`config.mk`:
```
export PLATFORM = sky130hd
export DESIGN_NAME = rv_core_top
export DESIGN_NICKNAME = d
export VERILOG_FILES = /design/src/hdl/rv_isa_pkg.sv /design/src/hdl/rv_bus_pkg.sv /design/src/hdl/rv_decode.sv /design/src/hdl/rv_regfile.sv /design/src/hdl/rv_fetch.sv /design/src/hdl/rv_execute.sv /design/src/hdl/rv_lsu.sv /design/src/hdl/rv_bus_arbiter.sv /design/src/hdl/rv_core_top.sv
export SDC_FILE = /design/constraint.sdc
export NUM_CORES = 2
export LEC_CHECK = 0
export BUFFER_PORTS_ARGS = -buffer_cell sky130_fd_sc_hd__buf_2
export CAP_MARGIN = 10
export CELL_PAD_IN_SITES_DETAIL_PLACEMENT = 1
export CELL_PAD_IN_SITES_GLOBAL_PLACEMENT = 1
export CORE_UTILIZATION = 24
export CTS_CLUSTER_SIZE = 40
export DETAILED_ROUTE_END_ITERATION = 6
export PLACE_DENSITY_LB_ADDON = 0.3
export SLEW_MARGIN = 20
export SYNTH_ARGS = -nofsm -noshare
export SYNTH_HDL_FRONTEND = slang
export SYNTH_SLANG_ARGS = --single-unit
```
`constraint.sdc`:
```
create_clock -name i_clk -period 11.8 [get_ports i_clk]
set_input_delay 2.36 -clock i_clk [delete_from_list [all_inputs] [get_ports i_clk]]
set_output_delay 2.36 -clock i_clk [all_outputs]
set_load 0.05 [all_outputs]
```
`src/hdl/rv_isa_pkg.sv`:
```
package rv_isa_pkg;

    // ------------------------------------------------------------------
    // instruction fields
    // ------------------------------------------------------------------

    localparam int REG_ADDR_W = 5;

    localparam int RD_LSB     = 7;
    localparam int FUNCT3_LSB = 12;
    localparam int RS1_LSB    = 15;
    localparam int RS2_LSB    = 20;
    localparam int FUNCT7_LSB = 25;

    localparam logic [6:0] FUNCT7_ALT = 7'b0100000; // selects sub.

    // ------------------------------------------------------------------
    // encodings
    // ------------------------------------------------------------------

    typedef enum logic [6:0] {
        opc_lui    = 7'b0110111,
        opc_op_imm = 7'b0010011,
        opc_op     = 7'b0110011,
        opc_load   = 7'b0000011,
        opc_store  = 7'b0100011,
        opc_branch = 7'b1100011,
        opc_jal    = 7'b1101111,
        opc_system = 7'b1110011
    } opcode_t;

    // op_halt covers EBREAK and every encoding the core does not run.
    typedef enum logic [2:0] {
        op_lui, op_alu, op_load, op_store, op_beq, op_bne, op_jal, op_halt
    } op_t;

    typedef enum logic [2:0] {
        alu_add, alu_sub, alu_and, alu_or, alu_xor, alu_slt
    } alu_op_t;

endpackage

```
`src/hdl/rv_bus_pkg.sv`:
```
package rv_bus_pkg;

    localparam int XLEN = 32; // data and address width.

    // low address bits that are zero on every word access.
    localparam int WORD_ALIGN_BITS = 2;

    typedef enum logic [1:0] {
        req_none,
        req_fetch,
        req_data
    } requester_t;

endpackage

```
`src/hdl/rv_decode.sv`:
```
`timescale 1ns/1ps

module rv_decode
(
    input  wire  [rv_bus_pkg::XLEN-1:0]       i_instr,
    output rv_isa_pkg::op_t                   o_op,
    output rv_isa_pkg::alu_op_t               o_alu_op,
    output logic [rv_isa_pkg::REG_ADDR_W-1:0] o_rd,
    output logic [rv_isa_pkg::REG_ADDR_W-1:0] o_rs1,
    output logic [rv_isa_pkg::REG_ADDR_W-1:0] o_rs2,
    output logic [rv_bus_pkg::XLEN-1:0]       o_imm,
    output logic                              o_use_imm
);

    logic [2:0] funct3;
    logic [6:0] funct7;

    assign funct3 = i_instr[rv_isa_pkg::FUNCT3_LSB +: 3];
    assign funct7 = i_instr[rv_isa_pkg::FUNCT7_LSB +: 7];

    assign o_rd  = i_instr[rv_isa_pkg::RD_LSB  +: rv_isa_pkg::REG_ADDR_W];
    assign o_rs1 = i_instr[rv_isa_pkg::RS1_LSB +: rv_isa_pkg::REG_ADDR_W];
    assign o_rs2 = i_instr[rv_isa_pkg::RS2_LSB +: rv_isa_pkg::REG_ADDR_W];

    always_comb
    begin
        o_op      = rv_isa_pkg::op_halt; // anything not matched below stops the core.
        o_alu_op  = rv_isa_pkg::alu_add;
        o_imm     = '0;
        o_use_imm = 1'b0;
        case (rv_isa_pkg::opcode_t'(i_instr[6:0]))
            rv_isa_pkg::opc_lui:
            begin
                o_op  = rv_isa_pkg::op_lui;
                o_imm = {i_instr[31:12], 12'b0};
            end
            rv_isa_pkg::opc_op_imm:
            begin
                if (funct3 == 3'b000) // addi is the only immediate form kept.
                begin
                    o_op      = rv_isa_pkg::op_alu;
                    o_use_imm = 1'b1;
                end
                o_imm = {{20{i_instr[31]}}, i_instr[31:20]};
            end
            rv_isa_pkg::opc_op:
            begin
                if (funct7 == 7'b0)
                begin
                    o_op = rv_isa_pkg::op_alu;
                    case (funct3)
                        3'b000:  o_alu_op = rv_isa_pkg::alu_add;
                        3'b010:  o_alu_op = rv_isa_pkg::alu_slt;
                        3'b100:  o_alu_op = rv_isa_pkg::alu_xor;
                        3'b110:  o_alu_op = rv_isa_pkg::alu_or;
                        3'b111:  o_alu_op = rv_isa_pkg::alu_and;
                        default: o_op     = rv_isa_pkg::op_halt;
                    endcase
                end
                else if (funct7 == rv_isa_pkg::FUNCT7_ALT && funct3 == 3'b000)
                begin
                    o_op     = rv_isa_pkg::op_alu;
                    o_alu_op = rv_isa_pkg::alu_sub;
                end
            end
            rv_isa_pkg::opc_load:
            begin
                if (funct3 == 3'b010)
                    o_op = rv_isa_pkg::op_load;
                o_imm = {{20{i_instr[31]}}, i_instr[31:20]};
            end
            rv_isa_pkg::opc_store:
            begin
                if (funct3 == 3'b010)
                    o_op = rv_isa_pkg::op_store;
                o_imm = {{20{i_instr[31]}}, i_instr[31:25], i_instr[11:7]};
            end
            rv_isa_pkg::opc_branch:
            begin
                if (funct3 == 3'b000)
                    o_op = rv_isa_pkg::op_beq;
                else if (funct3 == 3'b001)
                    o_op = rv_isa_pkg::op_bne;
                o_imm = {{19{i_instr[31]}}, i_instr[31], i_instr[7],
                         i_instr[30:25], i_instr[11:8], 1'b0};
            end
            rv_isa_pkg::opc_jal:
            begin
                o_op  = rv_isa_pkg::op_jal;
                o_imm = {{11{i_instr[31]}}, i_instr[31], i_instr[19:12],
                         i_instr[20], i_instr[30:21], 1'b0};
            end
            rv_isa_pkg::opc_system: o_op = rv_isa_pkg::op_halt; // ebreak.
            default: o_op = rv_isa_pkg::op_halt;
        endcase
    end

endmodule

```
`src/hdl/rv_regfile.sv`:
```
`timescale 1ns/1ps

module rv_regfile
(
    input  wire                                i_clk,
    input  wire                                i_reset,
    input  wire  [rv_isa_pkg::REG_ADDR_W-1:0]  i_rs1,
    input  wire  [rv_isa_pkg::REG_ADDR_W-1:0]  i_rs2,
    input  wire  [rv_isa_pkg::REG_ADDR_W-1:0]  i_rd,
    input  wire                                i_write,
    input  wire  [rv_bus_pkg::XLEN-1:0]        i_wdata,
    output logic [rv_bus_pkg::XLEN-1:0]        o_rdata1,
    output logic [rv_bus_pkg::XLEN-1:0]        o_rdata2
);

    logic [rv_bus_pkg::XLEN-1:0] regs [0:(1 << rv_isa_pkg::REG_ADDR_W)-1];

    always_ff @(posedge i_clk)
    begin
        if (i_reset)
        begin
            for (int i = 0; i < (1 << rv_isa_pkg::REG_ADDR_W); i++)
                regs[i] <= '0;
        end
        else if (i_write && i_rd != '0)
            regs[i_rd] <= i_wdata;
    end

    // x0 reads as zero whatever the array holds.
    assign o_rdata1 = (i_rs1 == '0) ? '0 : regs[i_rs1];
    assign o_rdata2 = (i_rs2 == '0) ? '0 : regs[i_rs2];

endmodule

```
`src/hdl/rv_fetch.sv`:
```
`timescale 1ns/1ps

module rv_fetch
#(
    parameter logic [rv_bus_pkg::XLEN-1:0] RESET_ADDR = '0
)
(
    input  wire                         i_clk,
    input  wire                         i_reset,
    input  wire                         i_take,
    input  wire                         i_redirect,
    input  wire  [rv_bus_pkg::XLEN-1:0] i_target,
    input  wire                         i_halt,
    output logic [rv_bus_pkg::XLEN-1:0] o_instr,
    output logic [rv_bus_pkg::XLEN-1:0] o_pc,
    output logic                        o_instr_valid,
    output logic                        o_req,
    output logic [rv_bus_pkg::XLEN-1:0] o_addr,
    input  wire                         i_ack,
    input  wire  [rv_bus_pkg::XLEN-1:0] i_rdata
);

    logic [rv_bus_pkg::XLEN-1:0] next_pc;  // address of the next word to request.
    logic                        discard;  // the word in flight belongs to an old path.
    logic                        start;

    // a new request waits for an empty buffer and for the previous ack to drop.
    assign start = !o_req && !i_ack && !o_instr_valid && !i_halt && !i_redirect;

    always_ff @(posedge i_clk)
    begin
        if (i_reset)
        begin
            o_req         <= 1'b0;
            o_instr_valid <= 1'b0;
            discard       <= 1'b0;
            next_pc       <= RESET_ADDR;
        end
        else
        begin
            if (o_req && i_ack)
            begin
                o_req   <= 1'b0;
                discard <= 1'b0;
                if (!discard && !i_redirect)
                begin
                    o_instr_valid <= 1'b1;
                    next_pc       <= o_addr + 4;
                end
            end
            if (i_take)
                o_instr_valid <= 1'b0;
            if (i_redirect)
            begin
                next_pc       <= i_target;
                o_instr_valid <= 1'b0;
                if (o_req && !i_ack)
                    discard <= 1'b1;
            end
            if (start)
                o_req <= 1'b1;
        end
    end

    // payload registers.
    always_ff @(posedge i_clk)
    begin
        if (start)
            o_addr <= next_pc;
        if (o_req && i_ack)
        begin
            o_instr <= i_rdata;
            o_pc    <= o_addr;
        end
    end

    // an ack only ever answers a request that is still up.
    assert property (@(posedge i_clk) disable iff (i_reset)
        $rose(i_ack) |-> o_req);

endmodule

```
`src/hdl/rv_execute.sv`:
```
`timescale 1ns/1ps

module rv_execute
(
    input  wire                                i_clk,
    input  wire                                i_reset,
    input  wire                                i_instr_valid,
    input  wire  [rv_bus_pkg::XLEN-1:0]        i_pc,
    input  rv_isa_pkg::op_t                    i_op,
    input  rv_isa_pkg::alu_op_t                i_alu_op,
    input  wire  [rv_isa_pkg::REG_ADDR_W-1:0]  i_rd,
    input  wire  [rv_bus_pkg::XLEN-1:0]        i_imm,
    input  wire                                i_use_imm,
    input  wire  [rv_bus_pkg::XLEN-1:0]        i_rdata1,
    input  wire  [rv_bus_pkg::XLEN-1:0]        i_rdata2,
    output logic                               o_take,
    output logic                               o_redirect,
    output logic [rv_bus_pkg::XLEN-1:0]        o_target,
    output logic                               o_reg_write,
    output logic [rv_isa_pkg::REG_ADDR_W-1:0]  o_rd,
    output logic [rv_bus_pkg::XLEN-1:0]        o_wdata,
    output logic                               o_mem_start,
    output logic                               o_mem_write,
    output logic [rv_bus_pkg::XLEN-1:0]        o_mem_addr,
    output logic [rv_bus_pkg::XLEN-1:0]        o_mem_wdata,
    input  wire                                i_mem_done,
    input  wire  [rv_bus_pkg::XLEN-1:0]        i_mem_rdata,
    output logic                               o_halted
);

    typedef enum logic [1:0] {st_run, st_mem, st_halt} state_t;

    state_t                              state;
    logic                                fire;
    logic                                equal;
    logic [rv_bus_pkg::XLEN-1:0]         op_b;
    logic [rv_bus_pkg::XLEN-1:0]         alu_res;
    logic                                load_pending;
    logic [rv_isa_pkg::REG_ADDR_W-1:0]   load_rd;

    // ------------------------------------------------------------------
    // ALU and branch resolution
    // ------------------------------------------------------------------

    assign op_b  = i_use_imm ? i_imm : i_rdata2;
    assign equal = (i_rdata1 == i_rdata2);

    always_comb
    begin
        case (i_alu_op)
            rv_isa_pkg::alu_sub: alu_res = i_rdata1 - op_b;
            rv_isa_pkg::alu_and: alu_res = i_rdata1 & op_b;
            rv_isa_pkg::alu_or:  alu_res = i_rdata1 | op_b;
            rv_isa_pkg::alu_xor: alu_res = i_rdata1 ^ op_b;
            rv_isa_pkg::alu_slt: alu_res = {31'b0, $signed(i_rdata1) < $signed(op_b)};
            default:             alu_res = i_rdata1 + op_b;
        endcase
    end

    assign fire       = (state == st_run) && i_instr_valid;
    assign o_take     = fire;
    assign o_target   = i_pc + i_imm;
    assign o_redirect = fire && (i_op == rv_isa_pkg::op_jal ||
                                 (i_op == rv_isa_pkg::op_beq && equal) ||
                                 (i_op == rv_isa_pkg::op_bne && !equal));

    assign o_mem_start = fire && (i_op == rv_isa_pkg::op_load ||
                                  i_op == rv_isa_pkg::op_store);
    assign o_mem_write = (i_op == rv_isa_pkg::op_store);
    assign o_mem_addr  = i_rdata1 + i_imm;
    assign o_mem_wdata = i_rdata2;

    // ------------------------------------------------------------------
    // write-back
    // ------------------------------------------------------------------

    // the buffer may already hold the next instruction while a load is out.
    assign o_rd = (state == st_mem) ? load_rd : i_rd;

    assign o_reg_write = (fire && (i_op == rv_isa_pkg::op_lui ||
                                   i_op == rv_isa_pkg::op_alu ||
                                   i_op == rv_isa_pkg::op_jal)) ||
                         (state == st_mem && i_mem_done && load_pending);

    always_comb
    begin
        if (state == st_mem)
            o_wdata = i_mem_rdata;
        else if (i_op == rv_isa_pkg::op_lui)
            o_wdata = i_imm;
        else if (i_op == rv_isa_pkg::op_jal)
            o_wdata = i_pc + 4; // link address.
        else
            o_wdata = alu_res;
    end

    always_ff @(posedge i_clk)
    begin
        if (i_reset)
            state <= st_run;
        else
        begin
            case (state)
                st_run:
                begin
                    if (o_mem_start)
                        state <= st_mem;
                    else if (fire && i_op == rv_isa_pkg::op_halt)
                        state <= st_halt;
                end
                st_mem:  if (i_mem_done) state <= st_run;
                default: state <= st_halt; // only reset leaves halt.
            endcase
        end
    end

    always_ff @(posedge i_clk)
    begin
        if (o_mem_start)
        begin
            load_pending <= !o_mem_write;
            load_rd      <= i_rd;
        end
    end

    assign o_halted = (state == st_halt);

    // the LSU only reports the end of an access that this unit started.
    assert property (@(posedge i_clk) disable iff (i_reset)
        i_mem_done |-> state == st_mem);

endmodule

```
`src/hdl/rv_lsu.sv`:
```
`timescale 1ns/1ps

module rv_lsu
(
    input  wire                         i_clk,
    input  wire                         i_reset,
    input  wire                         i_start,
    input  wire                         i_write,
    input  wire  [rv_bus_pkg::XLEN-1:0] i_addr,
    input  wire  [rv_bus_pkg::XLEN-1:0] i_wdata,
    output logic                        o_done,
    output logic [rv_bus_pkg::XLEN-1:0] o_rdata,
    output logic                        o_req,
    output logic                        o_write,
    output logic [rv_bus_pkg::XLEN-1:0] o_addr,
    output logic [rv_bus_pkg::XLEN-1:0] o_wdata,
    input  wire                         i_ack,
    input  wire  [rv_bus_pkg::XLEN-1:0] i_rdata
);

    logic ack_wait; // req has dropped, waiting for ack to fall.

    always_ff @(posedge i_clk)
    begin
        if (i_reset)
        begin
            o_req    <= 1'b0;
            o_done   <= 1'b0;
            ack_wait <= 1'b0;
        end
        else
        begin
            o_done <= 1'b0;
            if (i_start)
                o_req <= 1'b1;
            else if (o_req && i_ack)
            begin
                o_req    <= 1'b0;
                ack_wait <= 1'b1;
            end
            else if (ack_wait && !i_ack)
            begin
                ack_wait <= 1'b0;
                o_done   <= 1'b1;
            end
        end
    end

    always_ff @(posedge i_clk)
    begin
        if (i_start)
        begin
            o_write <= i_write;
            o_addr  <= i_addr;
            o_wdata <= i_wdata;
        end
        if (o_req && i_ack)
            o_rdata <= i_rdata; // read data is only valid while ack is high.
    end

    assert property (@(posedge i_clk) disable iff (i_reset)
        o_req |-> o_addr[rv_bus_pkg::WORD_ALIGN_BITS-1:0] == '0);

endmodule

```
`src/hdl/rv_bus_arbiter.sv`:
```
`timescale 1ns/1ps

module rv_bus_arbiter
(
    input  wire                         i_clk,
    input  wire                         i_reset,
    // fetch side, read only.
    input  wire                         i_fetch_req,
    input  wire  [rv_bus_pkg::XLEN-1:0] i_fetch_addr,
    output logic                        o_fetch_ack,
    output logic [rv_bus_pkg::XLEN-1:0] o_fetch_rdata,
    // load/store side.
    input  wire                         i_lsu_req,
    input  wire                         i_lsu_write,
    input  wire  [rv_bus_pkg::XLEN-1:0] i_lsu_addr,
    input  wire  [rv_bus_pkg::XLEN-1:0] i_lsu_wdata,
    output logic                        o_lsu_ack,
    output logic [rv_bus_pkg::XLEN-1:0] o_lsu_rdata,
    // shared memory bus.
    output logic                        o_mem_req,
    output logic                        o_mem_write,
    output logic [rv_bus_pkg::XLEN-1:0] o_mem_addr,
    output logic [rv_bus_pkg::XLEN-1:0] o_mem_wdata,
    input  wire                         i_mem_ack,
    input  wire  [rv_bus_pkg::XLEN-1:0] i_mem_rdata
);

    rv_bus_pkg::requester_t grant;

    always_ff @(posedge i_clk)
    begin
        if (i_reset)
            grant <= rv_bus_pkg::req_none;
        else if (!i_mem_ack)
        begin
            case (grant)
                rv_bus_pkg::req_none:
                begin
                    if (i_lsu_req) // data goes first.
                        grant <= rv_bus_pkg::req_data;
                    else if (i_fetch_req)
                        grant <= rv_bus_pkg::req_fetch;
                end
                rv_bus_pkg::req_fetch: if (!i_fetch_req) grant <= rv_bus_pkg::req_none;
                default:               if (!i_lsu_req) grant <= rv_bus_pkg::req_none;
            endcase
        end
    end

    always_comb
    begin
        o_mem_req   = 1'b0;
        o_mem_write = 1'b0;
        o_mem_addr  = i_fetch_addr;
        o_mem_wdata = i_lsu_wdata;
        if (grant == rv_bus_pkg::req_data)
        begin
            o_mem_req   = i_lsu_req;
            o_mem_write = i_lsu_write;
            o_mem_addr  = i_lsu_addr;
        end
        else if (grant == rv_bus_pkg::req_fetch)
            o_mem_req = i_fetch_req;
    end

    // ack goes back to the granted peer alone.
    assign o_fetch_ack   = (grant == rv_bus_pkg::req_fetch) && i_mem_ack;
    assign o_lsu_ack     = (grant == rv_bus_pkg::req_data) && i_mem_ack;
    assign o_fetch_rdata = i_mem_rdata;
    assign o_lsu_rdata   = i_mem_rdata;

    // a request on the shared bus stays up with its address until memory answers.
    assert property (@(posedge i_clk) disable iff (i_reset)
        (o_mem_req && !i_mem_ack) |=> o_mem_req && $stable(o_mem_addr));

endmodule

```
`src/hdl/rv_core_top.sv`:
```
`timescale 1ns/1ps

module rv_core_top
#(
    parameter logic [rv_bus_pkg::XLEN-1:0] RESET_ADDR = '0
)
(
    input  wire                         i_clk,
    input  wire                         i_reset,
    output logic                        o_mem_req,
    output logic                        o_mem_write,
    output logic [rv_bus_pkg::XLEN-1:0] o_mem_addr,
    output logic [rv_bus_pkg::XLEN-1:0] o_mem_wdata,
    input  wire                         i_mem_ack,
    input  wire  [rv_bus_pkg::XLEN-1:0] i_mem_rdata,
    output logic                        o_halted
);

    logic [rv_bus_pkg::XLEN-1:0]        instr, pc, target, imm, rdata1, rdata2, wdata;
    logic                               instr_valid, take, redirect, use_imm, reg_write;
    logic [rv_isa_pkg::REG_ADDR_W-1:0]  rd, rs1, rs2, wb_rd;
    rv_isa_pkg::op_t                    op;
    rv_isa_pkg::alu_op_t                alu_op;

    logic                               fetch_req, fetch_ack, lsu_req, lsu_ack, lsu_write;
    logic [rv_bus_pkg::XLEN-1:0]        fetch_addr, fetch_rdata, lsu_addr, lsu_wdata;
    logic [rv_bus_pkg::XLEN-1:0]        lsu_rdata;
    logic                               mem_start, mem_write, mem_done;
    logic [rv_bus_pkg::XLEN-1:0]        mem_addr, mem_wdata, mem_rdata;

    rv_fetch #(.RESET_ADDR(RESET_ADDR)) u_fetch
    (
        .i_clk(i_clk), .i_reset(i_reset), .i_take(take), .i_redirect(redirect),
        .i_target(target), .i_halt(o_halted), .o_instr(instr), .o_pc(pc),
        .o_instr_valid(instr_valid), .o_req(fetch_req), .o_addr(fetch_addr),
        .i_ack(fetch_ack), .i_rdata(fetch_rdata)
    );

    rv_decode u_decode
    (
        .i_instr(instr), .o_op(op), .o_alu_op(alu_op), .o_rd(rd), .o_rs1(rs1),
        .o_rs2(rs2), .o_imm(imm), .o_use_imm(use_imm)
    );

    rv_regfile u_regfile
    (
        .i_clk(i_clk), .i_reset(i_reset), .i_rs1(rs1), .i_rs2(rs2), .i_rd(wb_rd),
        .i_write(reg_write), .i_wdata(wdata), .o_rdata1(rdata1), .o_rdata2(rdata2)
    );

    rv_execute u_execute
    (
        .i_clk(i_clk), .i_reset(i_reset), .i_instr_valid(instr_valid), .i_pc(pc),
        .i_op(op), .i_alu_op(alu_op), .i_rd(rd), .i_imm(imm), .i_use_imm(use_imm),
        .i_rdata1(rdata1), .i_rdata2(rdata2), .o_take(take), .o_redirect(redirect),
        .o_target(target), .o_reg_write(reg_write), .o_rd(wb_rd), .o_wdata(wdata),
        .o_mem_start(mem_start), .o_mem_write(mem_write), .o_mem_addr(mem_addr),
        .o_mem_wdata(mem_wdata), .i_mem_done(mem_done), .i_mem_rdata(mem_rdata),
        .o_halted(o_halted)
    );

    rv_lsu u_lsu
    (
        .i_clk(i_clk), .i_reset(i_reset), .i_start(mem_start), .i_write(mem_write),
        .i_addr(mem_addr), .i_wdata(mem_wdata), .o_done(mem_done), .o_rdata(mem_rdata),
        .o_req(lsu_req), .o_write(lsu_write), .o_addr(lsu_addr), .o_wdata(lsu_wdata),
        .i_ack(lsu_ack), .i_rdata(lsu_rdata)
    );

    rv_bus_arbiter u_arbiter
    (
        .i_clk(i_clk), .i_reset(i_reset),
        .i_fetch_req(fetch_req), .i_fetch_addr(fetch_addr),
        .o_fetch_ack(fetch_ack), .o_fetch_rdata(fetch_rdata),
        .i_lsu_req(lsu_req), .i_lsu_write(lsu_write), .i_lsu_addr(lsu_addr),
        .i_lsu_wdata(lsu_wdata), .o_lsu_ack(lsu_ack), .o_lsu_rdata(lsu_rdata),
        .o_mem_req(o_mem_req), .o_mem_write(o_mem_write), .o_mem_addr(o_mem_addr),
        .o_mem_wdata(o_mem_wdata), .i_mem_ack(i_mem_ack), .i_mem_rdata(i_mem_rdata)
    );

endmodule

```
# Yosys cells after proc, flatten, opt, wreduce, memory -nomap -nowiden
# Memories as Yosys holds them, arrays and structs flattened. A register that Yosys moved wholly into a read port is not among the register bits.
# Cells that the tools add are included.
[word_totals]
rom_bits = 0
latchBits = 0
word_cells = 186
mem_bits_rw = 1024
input_bits = 35
memories = 1
register_bits = 241
[memory_table]
columns = ["memory", "words", "width", "read_ports", "rd_clocked_by_memory_dff", "wr", "line_no", "source"]
rows = [
  ["u_regfile.regs", 32, 32, 2, 2, 32, "rv_regfile.sv:16", "logic [rv_bus_pkg::XLEN-1:0] regs [0:(1 << rv_isa_pkg::REG_ADDR_W)-1];"],
]
[classes]
reduce_logical = 60
n_mux = 60
n_shift = 0
magnitude_cmp = 1
mul = 0
n_eq_ne = 35
add_sub_neg = 6
bitwise = 5
div_mod_pow = 0
[ops]
columns = ["op", "n"]
rows = [
  ["$mux 32", 11],
  ["$pmux 32 s5", 2],
  ["$add 32x32->32", 3],
  ["$add 32x3->32 const B", 2],
  ["$and 32x32->32", 1],
  ["$eq 32x32->1", 1],
  ["$lt 32x32->1", 1],
  ["$or 32x32->32", 1],
  ["$reduce_or 32->1", 1],
  ["$sub 32x32->32", 1],
  ["$xor 32x32->32", 1],
  ["$eq 7x6->1 const B", 4],
  ["$eq 3x3->1 const B", 9],
  ["$mux 3", 9],
  ["$logic_and 1x1->1", 22],
  ["$mux 1", 22],
  ["$pmux 3 s7", 1],
  ["$mux 5", 4],
  ["$mux 2", 8],
  ["$eq 3x2->1 const B", 5],
  ["$eq 7x7->1 const B", 2],
  ["$pmux 3 s4", 1],
  ["$logic_not 5->1", 2],
  ["$reduce_bool 2->1", 5],
  ["other kinds (22)", 48],
]

# Logic depth before layout (Yosys ltp)
[depth]
ltp_word = 16
mapped_depth = 26
mapped_depth_nobuf = 23

# Modules after synthesis
# Synthesis repeated with hierarchy kept, for this count alone.
[unflattened]
hier_cells = 5916
hier_area_um2 = 75265.9
[by_module_without_submodules]
columns = ["module", "instances", "cells_per_inst", "area_each_um2", "seq_area_each_um2"]
rows = [
  ["rv_regfile", 1, 3491, 54090.6, 30749.5],
  ["rv_execute", 1, 1652, 10836.6, 220.2],
  ["rv_fetch", 1, 391, 5061.1, 3583.4],
  ["rv_lsu", 1, 109, 3026.7, 2972.9],
  ["rv_bus_arbiter", 1, 147, 1375.1, 40.0],
  ["rv_decode", 1, 126, 875.8, 0.0],
]

# Worst setup path before layout
# OpenSTA, ideal clock, no wires.
[synth_path]
path_kind = "input to register"
start = "in i_mem_ack"
end = "reg u_fetch.o_addr[0] in the netlist's numbering, enable pin"
setup_slack_ps = 5632
arrival_time_ps = 5663
t_required_ps = 11294
stages = 2
cell_sequence = "and2_1 > nor4_1"
[synth_via]
elab_chain_cells = 6
[synth_lines]
columns = ["element", "line_no", "source"]
rows = [
  ["start: declaration", "rv_core_top.sv:14", "input wire i_mem_ack,"],
  ["$logic_and 1x1->1", "rv_bus_arbiter.sv:67", "assign o_fetch_ack = (grant == rv_bus_pkg::req_fetch) && i_mem_ack;"],
  ["$logic_not 1->1", "rv_fetch.sv:28", "assign start = !o_req && !i_ack && !o_instr_valid && !i_halt && !i_redirect;"],
  ["$logic_and 1x1->1 (4 in a row)", "rv_fetch.sv:28", ""],
  ["via u_fetch.start", "rv_fetch.sv:25", "logic start;"],
  ["end signal: assignment", "rv_fetch.sv:69", "o_addr <= next_pc;"],
  ["end: declaration", "rv_fetch.sv:18", "output logic [rv_bus_pkg::XLEN-1:0] o_addr,"],
]
# The timed path passes the listed nets, and every way through them passes these cells.
# A chain may end at the register's enable or synchronous reset.

==> qor.csv <==
stage,metric,value,unit
status,run_status,finished with violations,
status,violations,DRC,
worst_setup_path,path_common_cell,sky130_fd_sc_hd__nand2_1,
synthesis,count_of_different_cell_masters_after_synthesis,84,
final_layout,fillers,32200,
timing,drv_slew,0,
synthesis,synthesis.instances,5668,
timing,final_worst_path_period_need,8.19,ns
timing,rsz_0062_raised_after_global_routing,no,
clocking,root_buffer_cell,sky130_fd_sc_hd__clkbuf_16,
placed_design,instance_count_after_placement_with_tap_cells_included,9409,
clocking,cts-buffers-inserted,148,
pwr,power_density,144,nW/µm²
worst_setup_path,critPathLaunchType,flop,
grt,number_of_antenna_violations_at_the_first_check_in_global_routing,13,
worst_setup_path,crit_path_top_delay_cell,sky130_fd_sc_hd__dfxtp_4,
die,starting_density_of_the_core,0.242,
routing,routed-via-count,51600,
worst_setup_path,rr_worst_depth,20,
timing,timing.final.crit_share,0.694,
clocking,worst_skew_pair.late_latency,0.83,ns
final_layout,area.growth.synth_to_final,14.0,%
worst_setup_path,critical_path_peak_fanout,31,
pwr,leakage,28.6,nW
timing,finalHoldViolations,0,
timing,setup-violations-final,0,
worst_setup_path,worst-endpoint-arrival,8.72,ns
synthesis,netlist.area_leader.share,0.516,
final_layout,post-route-util,0.275,
final_layout,finish.instance_area,81100,µm²
placed_design,gp_routability_congestion,0.906,
worst_hold_path,hp-class,flop to flop,
timing,fmax,122,MHz
routing,postRouteWirelength,305,mm
synthesis,ys_ff_latch,1275,
routing,vias_per_cell,5.33,
die,die-width,546,µm
synthesis,asyncSetResetFlopFracSynth,0,
placed_design,portbufs,101,
clocking,clock_sink_count,1275,
worst_setup_path,setup.worst_path.end,u_regfile.regs[24][22],
worst_setup_path,rr_endpoint,u_regfile.regs[24][22],
die,fp.dieH,546,µm
grt,number_of_global_route_vias_before_repair,52700,
worst_setup_path,worst_ep_required_time,12.33,ns
synthesis,seq_area_frac_synth,0.531,
placed_design,dpl-instance-area,76300,µm²
worst_setup_path,setup.worst_path.class,flop to flop,
grt,grt_util_all_layers,0.200,
routing,drc_errors,37,
placed_design,post-place-ws,3.74,ns
synthesis,synth-edff-count,1223,
worst_hold_path,min_path_cells,0,
synthesis,cell_types_with_the_largest_area_share_after_synthesis,"sky130_fd_sc_hd__edfxtp_1, sky130_fd_sc_hd__mux4_2, sky130_fd_sc_hd__nor2_1",
timing,worst-slew-pin-transition,1.19,ns
grt,globalRoute.totalOverflow,0,
clocking,ctsHtreeMaxLevel,4,
final_layout,design.final.nets,5841,
run,maxCapViolCount,0,
timing,setup_tns,0,ns
clocking,post_cts_resized,0,
grt,first_pass_grt_wire_length,423,mm
placed_design,dp.final_hpwl,207,mm
clocking,cts_setup_buffers,0,
grt,grt_start_max_net_pins,85,
worst_setup_path,r2r_slack,3.61,ns
clocking,number_of_buffers_between_clock_root_and_the_deepest_sink,3,
synthesis,synth_area_leader_cell,sky130_fd_sc_hd__edfxtp_1,
worst_setup_path,path_cells,"buf_4, mux4_2, a22oi_1, nand3_1, nand2_1, inv_1, ha_1, or4_1, or3_1, or3_1, a21oi_1, nand2b_1, o32ai_1, nand2_1, nand2_1, a221oi_1, o21ai_0, a221oi_4, buf_4, nor2_1",
timing,clock_skew,0.0681,ns
die,dieArea,299000,µm²
routing,routed_wire_length_per_instance,31.5,µm
routing,drt_first_iter_violations,6033,
clocking,cts.reportedPaths.clkPinSlew,0.06,ns
final_layout,layout_cell_share_with_drive_strength_beyond_1,0.204,
synthesis,synthesis.yosys.warnings,0,
pwr,report.power.total,11.7,mW
timing,maxSlewHeadroom,0.206,
pwr,vdd.ir_drop.worst,104,µV
die,rows,199,
die,core-area,294000,µm²
die,number_of_ports_placed_on_the_die_boundary,102,
clocking,clock_tree_from_tritoncts,yes,
routing,1st_pass_router_iterations,7,
timing,timing.final.ws_setup,3.61,ns
synthesis,netlist_area,71100,µm²
worst_setup_path,cp_slowest_stage_delay,0.80,ns
synthesis,synthFlopType,sky130_fd_sc_hd__edfxtp_1,
clocking,holdBufCountCts,0,
synthesis,synthesis.area_per_instance,12.6,µm²
timing,hold-worst-slack,0.426,ns
worst_setup_path,critPathCaptureType,flop,
routing,route.antenna.remaining_nets,0,
final_layout,layoutNonFillerInstCount,9684,
-- cell usage after synthesis (50+ instances only) --
cell type,instances
sky130_fd_sc_hd__nor2_1,1175
sky130_fd_sc_hd__xor2_1,56
sky130_fd_sc_hd__inv_1,138
sky130_fd_sc_hd__edfxtp_1,1223
sky130_fd_sc_hd__a22oi_1,104
sky130_fd_sc_hd__mux2i_1,99
sky130_fd_sc_hd__a211oi_1,68
sky130_fd_sc_hd__o21ai_0,126
sky130_fd_sc_hd__nand2b_1,50
sky130_fd_sc_hd__ha_1,161
sky130_fd_sc_hd__mux4_2,512
sky130_fd_sc_hd__a21oi_1,185
sky130_fd_sc_hd__nand3_1,96
sky130_fd_sc_hd__nor3_1,86
sky130_fd_sc_hd__clkbuf_1,319
sky130_fd_sc_hd__nand2_1,313
sky130_fd_sc_hd__dfxtp_1,52
sky130_fd_sc_hd__xnor2_1,102
sky130_fd_sc_hd__o22ai_1,99
sky130_fd_sc_hd__buf_2,72
-- registers in the layout, summed over array words and instances, names as in the netlist, named ones only --
name	cells
u_lsu.o_wdata	32
u_fetch.o_addr	32
u_execute.state	2
u_lsu.o_done	1
u_lsu.o_write	1
u_arbiter.grant	2
u_regfile.regs	1024
u_fetch.o_instr	32
u_fetch.o_req	1
u_lsu.o_req	1
u_fetch.next_pc	32
u_lsu.ack_wait	1
u_fetch.o_instr_valid	1
u_execute.load_pending	1
u_fetch.o_pc	32
u_lsu.o_rdata	32
u_lsu.o_addr	32
u_execute.load_rd	5
-- cells in the final DEF, fill, tap and decap left out, types with 47 or more instances in the layout --
cell type | netlist | routed
sky130_fd_sc_hd__mux2i_1 | 99 | 99
sky130_fd_sc_hd__o21ai_0 | 126 | 123
sky130_fd_sc_hd__nor2_1 | 1175 | 1171
sky130_fd_sc_hd__a21oi_1 | 185 | 174
sky130_fd_sc_hd__buf_2 | 72 | 100
sky130_fd_sc_hd__a21o_1 | 47 | 47
sky130_fd_sc_hd__edfxtp_1 | 1223 | 1223
sky130_fd_sc_hd__xor2_1 | 56 | 56
sky130_fd_sc_hd__ha_1 | 161 | 161
sky130_fd_sc_hd__nand2_1 | 313 | 298
sky130_fd_sc_hd__o22ai_1 | 99 | 99
sky130_fd_sc_hd__xnor2_1 | 102 | 102
sky130_fd_sc_hd__buf_4 | 41 | 168
sky130_fd_sc_hd__mux4_2 | 512 | 512
sky130_fd_sc_hd__a211oi_1 | 68 | 66
sky130_fd_sc_hd__clkbuf_16 | 0 | 152
sky130_fd_sc_hd__nor3_1 | 86 | 83
sky130_fd_sc_hd__a22oi_1 | 104 | 103
sky130_fd_sc_hd__nand3_1 | 96 | 93
sky130_fd_sc_hd__inv_1 | 138 | 137
-- worst min path at each step --
stage                        start                  to  slack (ns)
4_1_cts        u_fetch.next_pc[18]  u_fetch.o_addr[18]        0.41
6_report       u_fetch.next_pc[18]  u_fetch.o_addr[18]        0.43
5_1_grt        u_fetch.next_pc[18]  u_fetch.o_addr[18]        0.42
2_1_floorplan  u_fetch.next_pc[29]  u_fetch.o_addr[29]        0.40
3_5_place_dp    u_fetch.next_pc[3]   u_fetch.o_addr[3]        0.41
3_3_place_gp   u_fetch.next_pc[29]  u_fetch.o_addr[29]        0.41
-- cell families (layout without fill, tap and decap cells) --
logic type               Yosys count  after routing  synth area share
adder cells (fa/ha/maj)          165            165            0.0294
AO/OA/AOI/OAI                    868            868            0.0820
XOR/XNOR                         158            158            0.0194
flip-flops                      1275           1275             0.531
multiplexers                     656            656             0.183
buffers and inverters            625            687            0.0411
other                              1             36         0.0000527
AND/OR/NAND/NOR                 1920           1920             0.114
-- worst max-delay path, delay by kind of cell (launching register included) --
family / cells / cell delay, ns
muxes: 1 / 0.57
buffers and inverters: 3 / 1.20
AOI/OAI and AO/OA: 6 / 2.06
adders and majority gates: 1 / 0.46
and+or+nand+nor: 9 / 2.62
DFF: 1 / 0.80
-- power breakdown --
group	total (mW)	internal [mW]	switching (mW)
Combinational	1.85	0.520	1.33
Clock	4.64	2.61	2.03
Sequential	5.22	5.11	0.110
-- per-layer routing --
layer	global-route usage	wire length [µm]
met1	0.266	128000
met5	0	27
met4	0.0693	11400
met2	0.324	142000
met3	0.0396	23500
-- layout make-up --
cell class	count	area (µm²)	area share
repair buffers	278	1960	0.0242
inverters	139	524	0.00647
clock buffers	194	3980	0.0491
clock inverters	76	766	0.00944
flip-flops and latches	1275	37800	0.466
diodes	4	10.0	0.000123
well taps	3919	4900	0.0605
multi-input cells	3799	31100	0.384
No activity file was read; power rests on OpenSTA's default activity.
